### src/verilog/ProcessorPkg.sv
`default_nettype none

package ProcessorPkg;

    localparam int DataWidth       = 32;                          // Data word width
    localparam int AddrWidth       = 32;                          // Instruction/data address
    localparam int GprAddrWidth    = 5;                           // 32 general registers
    localparam int MemWords        = 256;                         // Data memory depth
    localparam int ByteWidth       = 8;                           // One byte lane
    localparam int HalfWidth       = 16;                          // Two byte lanes
    localparam int BytesPerWord    = DataWidth / ByteWidth;       // Lanes per word
    localparam int ByteOffsetWidth = $clog2(BytesPerWord);        // Byte within word
    localparam int MemIndexWidth   = $clog2(MemWords);            // Word index bits
    localparam int InstBytes       = 4;                           // Fixed instruction size

    typedef logic [DataWidth-1:0]       Data;                     // Data word
    typedef logic [AddrWidth-1:0]       InstAddr;                 // Instruction address
    typedef logic [GprAddrWidth-1:0]    GprAddr;                  // Register index
    typedef logic [BytesPerWord-1:0]    ByteEnable;               // One bit per lane
    typedef logic [MemIndexWidth-1:0]   MemIndex;                 // Word index into memory
    typedef logic [ByteOffsetWidth-1:0] ByteOffset;               // Low address bits

    // Size of a load or store
    typedef enum logic [1:0] {
        DataAccessByte = 2'd0,                                    // 8 bit
        DataAccessHalf = 2'd1,                                    // 16 bit
        DataAccessWord = 2'd2                                     // 32 bit
    } DataAccess;

    // Source of the register writeback value
    typedef enum logic [1:0] {
        WrDataSelResult  = 2'd0,                                  // ALU result
        WrDataSelMemory  = 2'd1,                                  // Extended load data
        WrDataSelPcPlus4 = 2'd2                                   // Return address
    } WrDataSel;

endpackage

`default_nettype wire

### src/verilog/PipelineMemWb.sv
`timescale 1ns/10ps
`default_nettype none

module PipelineMemWb
(
    input  logic                  i_clock,
    input  logic                  i_arstN,        // Async, active low
    input  logic                  i_stall,        // Hold everything
    input  logic                  i_isValid,
    input  logic                  i_regWrEnable,
    input  ProcessorPkg::InstAddr i_pc,
    input  ProcessorPkg::GprAddr  i_regWrAddr,
    input  ProcessorPkg::Data     i_wbData,       // Selected writeback value

    output logic                  o_isValid,
    output ProcessorPkg::InstAddr o_pc,
    output ProcessorPkg::GprAddr  o_regWrAddr,
    output logic                  o_regWrEnable,
    output ProcessorPkg::Data     o_wbData
);

    // Control, no flush here since MEM is past the commit point
    always_ff @(posedge i_clock or negedge i_arstN)
    begin
        if (!i_arstN)
        begin
            o_isValid     <= 1'b0;
            o_regWrEnable <= 1'b0;
        end
        else if (!i_stall)
        begin
            o_isValid     <= i_isValid;
            o_regWrEnable <= i_regWrEnable;
        end
    end

    // Payload
    always_ff @(posedge i_clock)
    begin
        if (!i_stall)
        begin
            o_pc        <= i_pc;
            o_regWrAddr <= i_regWrAddr;
            o_wbData    <= i_wbData;
        end
    end

endmodule

`default_nettype wire

### config.mk
export PLATFORM = sky130hd
export DESIGN_NAME = PipelineMemWb
export DESIGN_NICKNAME = d
export VERILOG_FILES = /design/src/verilog/ProcessorPkg.sv /design/src/verilog/PipelineMemWb.sv
export SDC_FILE = /design/constraint.sdc
export NUM_CORES = 1
export LEC_CHECK = 0
export BUFFER_PORTS_ARGS = -buffer_cell sky130_fd_sc_hd__buf_2
export CAP_MARGIN = 20
export CORE_MARGIN = 3
export CORE_UTILIZATION = 44
export DETAILED_ROUTE_END_ITERATION = 7
export PLACE_DENSITY = 0.84
export SYNTH_ARGS = -nofsm -noshare
export SYNTH_HDL_FRONTEND = slang
export SYNTH_SLANG_ARGS = --single-unit
### constraint.sdc
create_clock -name i_clock -period 1.5 [get_ports i_clock]
set_clock_uncertainty 0.15 [all_clocks]
set_input_delay 0.15 -clock i_clock [delete_from_list [all_inputs] [get_ports i_clock]]
set_output_delay 0.15 -clock i_clock [all_outputs]
set_load 0.05 [all_outputs]
==> results.tsv <==
metric	value	unit
pin count of the biggest net entering global routing	59	
clock power share	32.3	%
root buf cell	clkbuf_8	
fin. max-slew vios	0	
Synth area leader	edfxtp_1	
sw power	1.47	mW
Max Fanout on Critical Path	58	
Post-Syn Nets	148	
Post-DP Area	2980	µm²
Slew Limit Headroom	80.1	%
Seq/Total Area, Yosys	98.8	%
Post-Layout Inst Area	3930	µm²
row count	24	
Nets	379	
WHS	0.370	ns
DR iter-0 viols	116	
critical path class	input pin to register	
clk_lat worst skew	0.33	ns
Netlist cell types	4	
area of the mapped netlist	2150	µm²
Hold Fails Final Rpt	0	
power per cell area	1280	nW/µm²
GRT Total Usage	24.2	%
clock-pin slew on the worst setup and hold paths	0.07	ns
Final Power	5.04	mW
Mapped Cells	74	
r2r setup slk	0.59	ns
Routed Antenna Nets	0	
fraction of layout instances using a drive strength above 1	52.6	%
overall routed net length	6.76	mm
Critical R2R Launch	o_regWrEnable$_DFFE_PN0N_	
Fillers	194	
Tcrit/Tclk final	92.2	%
via count	1697	
Gate power share	20.2	%
initial antenna violation count	0	
Min-Delay Startpoint	i_pc[18]	
worst min path class	input pin to register	
die width	75.9	µm
status	finished clean	
largest cells by area after synthesis	edfxtp_1 96%, dfrtp_1 2.3%, mux2_2 1.0%	
die height	75.9	µm
RSZ-0062 raised after global routing	no	
hold path depth	2	
area share of the largest cell type after synthesis	96.4	%
Reg-to-Reg End	o_regWrEnable$_DFFE_PN0N_	
Worst Path Required	1.36	ns
peak supply drop	778	µV
pre-CTS setup slack	0.340	ns
Setup-failing EPs final	0	
Flop pwr share	47.5	%
leakage power	1.70	nW
Sink Count	71	
area growth from synthesis to final layout	83.1	%
Worst Setup Start Kind	input pin	
YS warnings	0	
Worst Path Arrival	1.24	ns
worst slew pin tran	0.298	ns
RePlAce Congestion	0.753	
remaining global-route overflow	0	
Die ar.	5760	µm²
final setup margin	0.117	ns
fin crit period	1.38	ns
Longest Clk Path Bufs	2	
router iterations before antenna repair	4	
initial core utilization	47.4	%
hold endpoint	o_pc[18]$_DFFE_PN_	
Crit. End Element	register	
drt drc	0	
Int Pwr	3.58	mW
FF-to-FF path depth	1	
vias in the first global route	1853	
Ports	145	
IO buf count	144	
ant diodes	0	
global-route wire length before repair	9.54	mm
f_max	0.723	GHz
vias per inst	4.53	
grt met1 use	26.3	%
CTS H-tree lvls	3	
GR Util met3	8.18	%
GRT busiest layer	met2	
met2 Usage GRT	42.9	%
max-cap violations	0	
CTS tree	done	
setup bufs post-CTS	0	
sw frac	29.1	%
DP Wirelength	3.50	mm
flops & latches, synth	71	
TritonCTS buffer count	9	
Avg Synthesized Cell Area	29.0	µm²
core box area	4530	µm²
DR WL/cell	18.0	µm
## cells in the mapped netlist, drive strengths merged
| cell type | count |
|---|---|
| mux2 | 2 |
| dfrtp | 2 |
| inv | 1 |
| edfxtp | 69 |
## stage by stage
stage	std cells	setup TNS (ns)	utilization, %
2_1_floorplan	74	-10.22	-
3_3_place_gp	285	0	65.8
3_5_place_dp	285	0	65.8
4_1_cts	375	0	86.8
5_1_grt	375	0	86.8
6_report	375	0	86.8
## repair_timing
action,CTS,global route
hold buffers,74,0
hold endpoints to repair,73,0
resized for setup,0,0
setup endpoints to repair,0,0
## critical path, cell delays in order
cell and delay (ns):
dlygate4sd3_1 0.54, buf_2 0.16, clkinvlp_4 0.09, buf_12 0.29
## power groups by stage
| stage | registers (mW) | clock network, mW | logic, mW |
|---|---|---|---|
| after global routing | 2.41 | 1.74 | 1.06 |
| after CTS | 2.39 | 1.63 | 1.00 |
| after global placement | 2.42 | 0 | 0.844 |
| final | 2.40 | 1.63 | 1.02 |
| after floorplan | 2.99 | 0 | 0.0316 |
| after detailed placement | 2.43 | 0 | 0.852 |
## registers in the layout (all words and copies together) (netlist names)
register,count
o_regWrEnable,1
o_regWrAddr,5
o_wbData,32
o_isValid,1
o_pc,32
## how the worst max path moves through the flow
stage            start                     end  slack [ns]
6_report       i_stall  o_wbData[19]$_DFFE_PN_        0.12
5_1_grt        i_stall      o_pc[23]$_DFFE_PN_        0.08
4_1_cts        i_stall   o_wbData[3]$_DFFE_PN_        0.14
3_5_place_dp   i_stall   o_wbData[3]$_DFFE_PN_        0.34
3_3_place_gp   i_stall      o_pc[25]$_DFFE_PN_        0.36
2_1_floorplan  i_stall       o_pc[0]$_DFFE_PN_       -0.15
## logic make-up (layout without fill, tap and decap cells)
family | count (synthesis) | in the layout | share of synthesized area (%)
flip-flops | 71 | 71 | 98.8
multiplexers | 2 | 2 | 1.05
buffers and inverters | 1 | 237 | 0.175
## routing by layer
metal	vias to the layer above	wire, µm
met5	-	0
met4	0	83
met3	14	717
met2	119	3590
met1	806	2370
li1	758	-
## cells in the final DEF, fill, tap and decap left out
cell type      Yosys  routed
mux2_2             2       2
clkinv_1           0       2
buf_12             0       1
clkinvlp_4         0       3
buf_4              0       1
clkinv_2           0       1
edfxtp_1          69      69
dlygate4sd3_1      0      74
bufinv_16          0       2
dfrtp_1            2       2
clkbuf_8           0       9
buf_2              0     144
## cell type report
cell class | instances | area, µm² | area share, %
timing repair buffer | 220 | 1490 | 37.8
inverter | 1 | 7.51 | 0.191
clock inverter | 7 | 87.6 | 2.23
sequential | 71 | 2120 | 53.9
multi-input combinational | 2 | 22.5 | 0.573
clock buffer | 9 | 124 | 3.15
tap | 65 | 81.3 | 2.07
Note: power is estimated with default switching activity, not from simulation.
