--- config.mk ---
export PLATFORM = sky130hd
export DESIGN_NAME = MemoryAccess
export DESIGN_NICKNAME = d
export VERILOG_FILES = /design/src/verilog/ProcessorPkg.sv /design/src/verilog/MemoryAccess.sv
export SDC_FILE = /design/constraint.sdc
export NUM_CORES = 1
export LEC_CHECK = 0
export BUFFER_PORTS_ARGS = -buffer_cell sky130_fd_sc_hd__buf_2
export CORE_AREA = 2 2 81 83
export DETAILED_ROUTE_END_ITERATION = 8
export DIE_AREA = 0 0 83 85
export PLACE_DENSITY = 0.8
export RECOVER_POWER = 50
export SYNTH_ARGS = -nofsm -noshare
export SYNTH_HDL_FRONTEND = slang
export SYNTH_SLANG_ARGS = --single-unit
--- constraint.sdc ---
create_clock -name vclk -period 2.65
set_input_delay 0.3975 -clock vclk [all_inputs]
set_output_delay 0.3975 -clock vclk [all_outputs]
set_load 0.005 [all_outputs]
--- src/verilog/ProcessorPkg.sv ---
`default_nettype none

package ProcessorPkg;

    localparam int DataWidth       = 32;                          // Data word width
    localparam int AddrWidth       = 32;                          // Instruction/data address
    localparam int GprAddrWidth    = 5;                           // 32 general registers
    localparam int MemWords        = 256;                         // Data memory depth
    localparam int ByteWidth       = 8;                           // One byte lane
    localparam int HalfWidth       = 16;                          // Two byte lanes
    localparam int BytesPerWord    = DataWidth / ByteWidth;       // Lanes per word
    localparam int ByteOffsetWidth = $clog2(BytesPerWord);        // Byte within word
    localparam int MemIndexWidth   = $clog2(MemWords);            // Word index bits
    localparam int InstBytes       = 4;                           // Fixed instruction size

    typedef logic [DataWidth-1:0]       Data;                     // Data word
    typedef logic [AddrWidth-1:0]       InstAddr;                 // Instruction address
    typedef logic [GprAddrWidth-1:0]    GprAddr;                  // Register index
    typedef logic [BytesPerWord-1:0]    ByteEnable;               // One bit per lane
    typedef logic [MemIndexWidth-1:0]   MemIndex;                 // Word index into memory
    typedef logic [ByteOffsetWidth-1:0] ByteOffset;               // Low address bits

    // Size of a load or store
    typedef enum logic [1:0] {
        DataAccessByte = 2'd0,                                    // 8 bit
        DataAccessHalf = 2'd1,                                    // 16 bit
        DataAccessWord = 2'd2                                     // 32 bit
    } DataAccess;

    // Source of the register writeback value
    typedef enum logic [1:0] {
        WrDataSelResult  = 2'd0,                                  // ALU result
        WrDataSelMemory  = 2'd1,                                  // Extended load data
        WrDataSelPcPlus4 = 2'd2                                   // Return address
    } WrDataSel;

endpackage

`default_nettype wire

--- src/verilog/MemoryAccess.sv ---
`timescale 1ns/10ps
`default_nettype none

module MemoryAccess
(
    input  logic                    i_isValid,       // EX/MEM slot holds an instruction
    input  logic                    i_stall,
    input  logic                    i_memWrEnable,
    input  logic                    i_memRdEnable,
    input  logic                    i_memUnsigned,   // Zero instead of sign extension
    input  ProcessorPkg::InstAddr   i_pc,
    input  ProcessorPkg::Data       i_dataR,         // ALU result
    input  ProcessorPkg::Data       i_dataB,         // Store data
    input  ProcessorPkg::Data       i_rdData,        // Word read from memory
    input  ProcessorPkg::ByteOffset i_byteOffset,    // Address bits 1..0
    input  ProcessorPkg::DataAccess i_memAccess,
    input  ProcessorPkg::WrDataSel  i_regWrDataSel,

    output logic                    o_wrEnable,
    output ProcessorPkg::ByteEnable o_byteEnable,
    output ProcessorPkg::Data       o_wrData,
    output ProcessorPkg::Data       o_wbData
);

    logic [ProcessorPkg::ByteWidth-1:0] loadByte;     // Addressed byte, at bit 0
    logic [ProcessorPkg::HalfWidth-1:0] loadHalf;     // Addressed halfword, at bit 0
    logic                               byteFill;     // Extension bit for bytes
    logic                               halfFill;     // Extension bit for halves
    ProcessorPkg::Data                  loadData;     // Extended load value

    // A stalled store waits and writes once when the stall drops
    assign o_wrEnable = i_isValid & i_memWrEnable & ~i_stall;

    // Lane enables and replicated store data
    always_comb
    begin
        case (i_memAccess)
            ProcessorPkg::DataAccessByte:
            begin
                o_byteEnable = ProcessorPkg::ByteEnable'(1) << i_byteOffset;
                o_wrData     = {ProcessorPkg::BytesPerWord{i_dataB[ProcessorPkg::ByteWidth-1:0]}};
            end
            ProcessorPkg::DataAccessHalf:
            begin
                // Bit 0 ignored, lower or upper pair
                o_byteEnable = ProcessorPkg::ByteEnable'(2'b11) << {i_byteOffset[1], 1'b0};
                o_wrData     = {(ProcessorPkg::BytesPerWord / 2){
                                   i_dataB[ProcessorPkg::HalfWidth-1:0]}};
            end
            ProcessorPkg::DataAccessWord:
            begin
                o_byteEnable = '1;                              // Offset ignored
                o_wrData     = i_dataB;
            end
            default:
            begin
                o_byteEnable = '0;                              // Unused encoding
                o_wrData     = i_dataB;
            end
        endcase
    end

    // Shift the addressed lanes down to bit 0
    assign loadByte = i_rdData[i_byteOffset * ProcessorPkg::ByteWidth +: ProcessorPkg::ByteWidth];
    assign loadHalf = i_rdData[i_byteOffset[1] * ProcessorPkg::HalfWidth +: ProcessorPkg::HalfWidth];
    assign byteFill = ~i_memUnsigned & loadByte[ProcessorPkg::ByteWidth-1];
    assign halfFill = ~i_memUnsigned & loadHalf[ProcessorPkg::HalfWidth-1];

    always_comb
    begin
        case (i_memAccess)
            ProcessorPkg::DataAccessByte:
                loadData = {{(ProcessorPkg::DataWidth - ProcessorPkg::ByteWidth){byteFill}}, loadByte};
            ProcessorPkg::DataAccessHalf:
                loadData = {{(ProcessorPkg::DataWidth - ProcessorPkg::HalfWidth){halfFill}}, loadHalf};
            default:
                loadData = i_rdData;                            // Whole word
        endcase
    end

    // Writeback source
    always_comb
    begin
        case (i_regWrDataSel)
            ProcessorPkg::WrDataSelResult:  o_wbData = i_dataR;
            ProcessorPkg::WrDataSelMemory:  o_wbData = i_memRdEnable ? loadData : '0;  // No read, zero
            ProcessorPkg::WrDataSelPcPlus4:
                o_wbData = i_pc + ProcessorPkg::InstAddr'(ProcessorPkg::InstBytes);   // Link value
            default:                        o_wbData = '0;
        endcase
    end

endmodule

`default_nettype wire

==> results.cfg <==
[setup_path]
endpoint = o_wbData[26]
cp_slowest_cell = nor4_4
crit_chain = buf_2 > ha_1 > nand4_1 > nor4_4 > nand4_1 > xor2_1 > o221ai_1 > buf_2
critical_path.max_fanout = 6
path_depth = 8
end_kind = primary output
slowest_delay_ns = 0.37
arrival_ns = 2.07
crit_family = simple AND/OR/NAND/NOR gates
critPathLaunchType = input pin
crit_type = in2out
crit_start = i_pc[2]
required_ns = 2.25
crit_buf_inv = 2

[flow_run]
drv_cap = 0

[logic_synthesis]
synth_top_cell_by_area = mux2_2
postSynthCellCount = 346
synth_fp_nets = 486
synth_area_per_cell_um2 = 6.53
synth.yosys.seq_area_share_pct = 0
synth_area_leaders = mux2_2 (10%), mux2i_1 (8.4%), xor2_1 (7.4%)
yosys_warnings = 0
syn-cell-area_um2 = 2260
ys_types = 48
synth_top_area_share_pct = 10.5

[routing]
ant_nets = 0
drt_wl_total_mm = 10.2
drt_iter0_drc = 135
viasPerCell = 5.71
num_vias = 3516
drc = 0
dr.pass1.iters = 4
routedWlPerCell_um = 16.6

[power]
p_leak_nw = 1.61
p_comb_share_pct = 100.0
p_int_mw = 0.256
seqPwrFrac_pct = 0
p_switching_mw = 0.276
power_density_nw_per_um2 = 159
switching_share_pct = 51.8
p_clk_share_pct = 0
ir_drop_mv = 0.0811

[placed_design]
dpl.hpwl_mm = 8.65
dpl_cell_area_um2 = 3370
gp_congestion = 0.909
dp_cells = 616
io_buffers = 208

[global_route]
grt_pass1_vias = 3214
grt-ovfl-total = 0
grt_usage_pct = 25.7
grt_max_degree = 27
grt_first_pass_wirelength_mm = 15.3
grt_antenna_before_repair = 0

[timing]
setup-tns-final_ns = 0
rsz0062_at_grt = false
tightest_slew_ns = 1.04
hold_viol = 0
period_share_pct = 93.1
max_freq_ghz = 0.405
setup_violations = 0
maxSlewViolCount = 0
finalCriticalPeriod_ns = 2.47
slew-limit-headroom_pct = 30.8

[die]
core-area_um2 = 6200
pin_count = 208
dieArea_um2 = 7060
die-height_um = 85
initial_core_util_pct = 36.4
die_w_um = 83
rows = 29

[layout]
area_delta_synth_final_pct = 47.6
seq_cells = 0
clkbuf_count = 0
seq_area_um2 = 0
postLayoutCellArea_um2 = 3330
drive_above_1_share_pct = 43.2
fin_nets = 681
final_cells = 616
antenna_cells = 0

[status]
status = completed

[min_path]
holdCritPathClass = in2out
cell families (layout without fill, tap and decap cells):
group / count (synthesis) / after routing / synth area share [%]
xor gates and xnor gates: 27 / 27 / 10.5
adders and majority gates: 1 / 1 / 0.554
buffers and inverters: 41 / 234 / 9.08
AOI/OAI and AO/OA: 96 / 96 / 30.0
and+or+nand+nor: 140 / 140 / 30.0
muxes: 41 / 41 / 19.9
cells in the mapped netlist (2+ instances only):
library cell	n
a21o_1	2
and3_1	5
mux2_2	21
nand4_1	10
o221ai_1	16
a22oi_1	3
buf_4	9
nor2b_1	3
xor2_1	19
nand3_1	18
inv_1	4
buf_2	2
xnor2_1	8
mux2i_1	19
a22o_1	6
nor3_1	10
o21ai_0	22
o32ai_1	4
a211o_1	3
nand2b_1	3
clkbuf_1	21
buf_1	2
and2_1	4
a32oi_1	5
nor3b_1	2
o22ai_1	5
nor4_1	2
nor2_1	37
a211oi_1	2
o211ai_1	3
o21ai_1	2
buf_6	2
a221oi_1	6
a21oi_1	13
nand2_1	40
worst min path at each step:
| stage | start | end | slack, ns | depth (start not counted) |
|---|---|---|---|---|
| floorplan | i_stall | o_wrEnable | 0.83 | 1 |
| global placement | i_dataB[7] | o_wrData[7] | 1.00 | 2 |
| detailed placement | i_dataB[7] | o_wrData[7] | 1.00 | 2 |
| CTS | i_dataB[3] | o_wrData[3] | 1.01 | 2 |
| global route | i_stall | o_wrEnable | 1.01 | 3 |
| finish | i_stall | o_wrEnable | 0.99 | 3 |
routing by layer:
layer / GRT usage [%] / routed length (um)
met5: 0 / 0
met4: 7.45 / 235
met3: 3.50 / 802
met2: 46.0 / 4930
met1: 32.1 / 4260
stage by stage:
step	setup WS [ns]	util [%]	total power, mW	hold slack [ns]
after floorplan	0.468	-	0.264	0.826
after detailed placement	0.141	54.3	0.532	1.00
final	0.183	53.7	0.532	0.995
after CTS	0.128	54.3	0.534	1.01
after global placement	0.160	54.3	0.525	1.00
after global routing	0.0192	53.7	0.579	1.01
power groups by stage:
stage	Combinational [mW]	Sequential [mW]	Clock (mW)
2_1_floorplan	0.264	0	0
3_3_place_gp	0.525	0	0
3_5_place_dp	0.532	0	0
4_1_cts	0.534	0	0
5_1_grt	0.579	0	0
6_report	0.532	0	0
placed cells by master (no fill, tap or decap), types with 10 or more instances in the layout:
master / netlist / layout
a21oi_1: 13 / 13
buf_2: 2 / 188
buf_4: 9 / 18
clkbuf_1: 21 / 21
mux2_2: 21 / 21
mux2i_1: 19 / 19
nand2_1: 40 / 40
nand3_1: 18 / 18
nand4_1: 10 / 10
nor2_1: 37 / 37
nor3_1: 10 / 10
o21ai_0: 22 / 22
o221ai_1: 16 / 16
xor2_1: 19 / 19
tightest hold or removal path: stages:
cell and delay [ns]:
buf_2 0.07, nor2_1 0.03, clkbuf_2 0.09
what timing repair did:
action,in CTS,in global routing
resized for setup,0,0
buffers inserted,0,0
hold buffers,0,0
endpoints found under the setup margin,0,1
area by class of cell:
type               instances  area [um^2]
fillers                  657         2870
repair buffers           229         1160
inverters                  5         18.8
multi-input cells        305         2050
well taps                 77         96.3
Power figures use the tool's default switching activity.
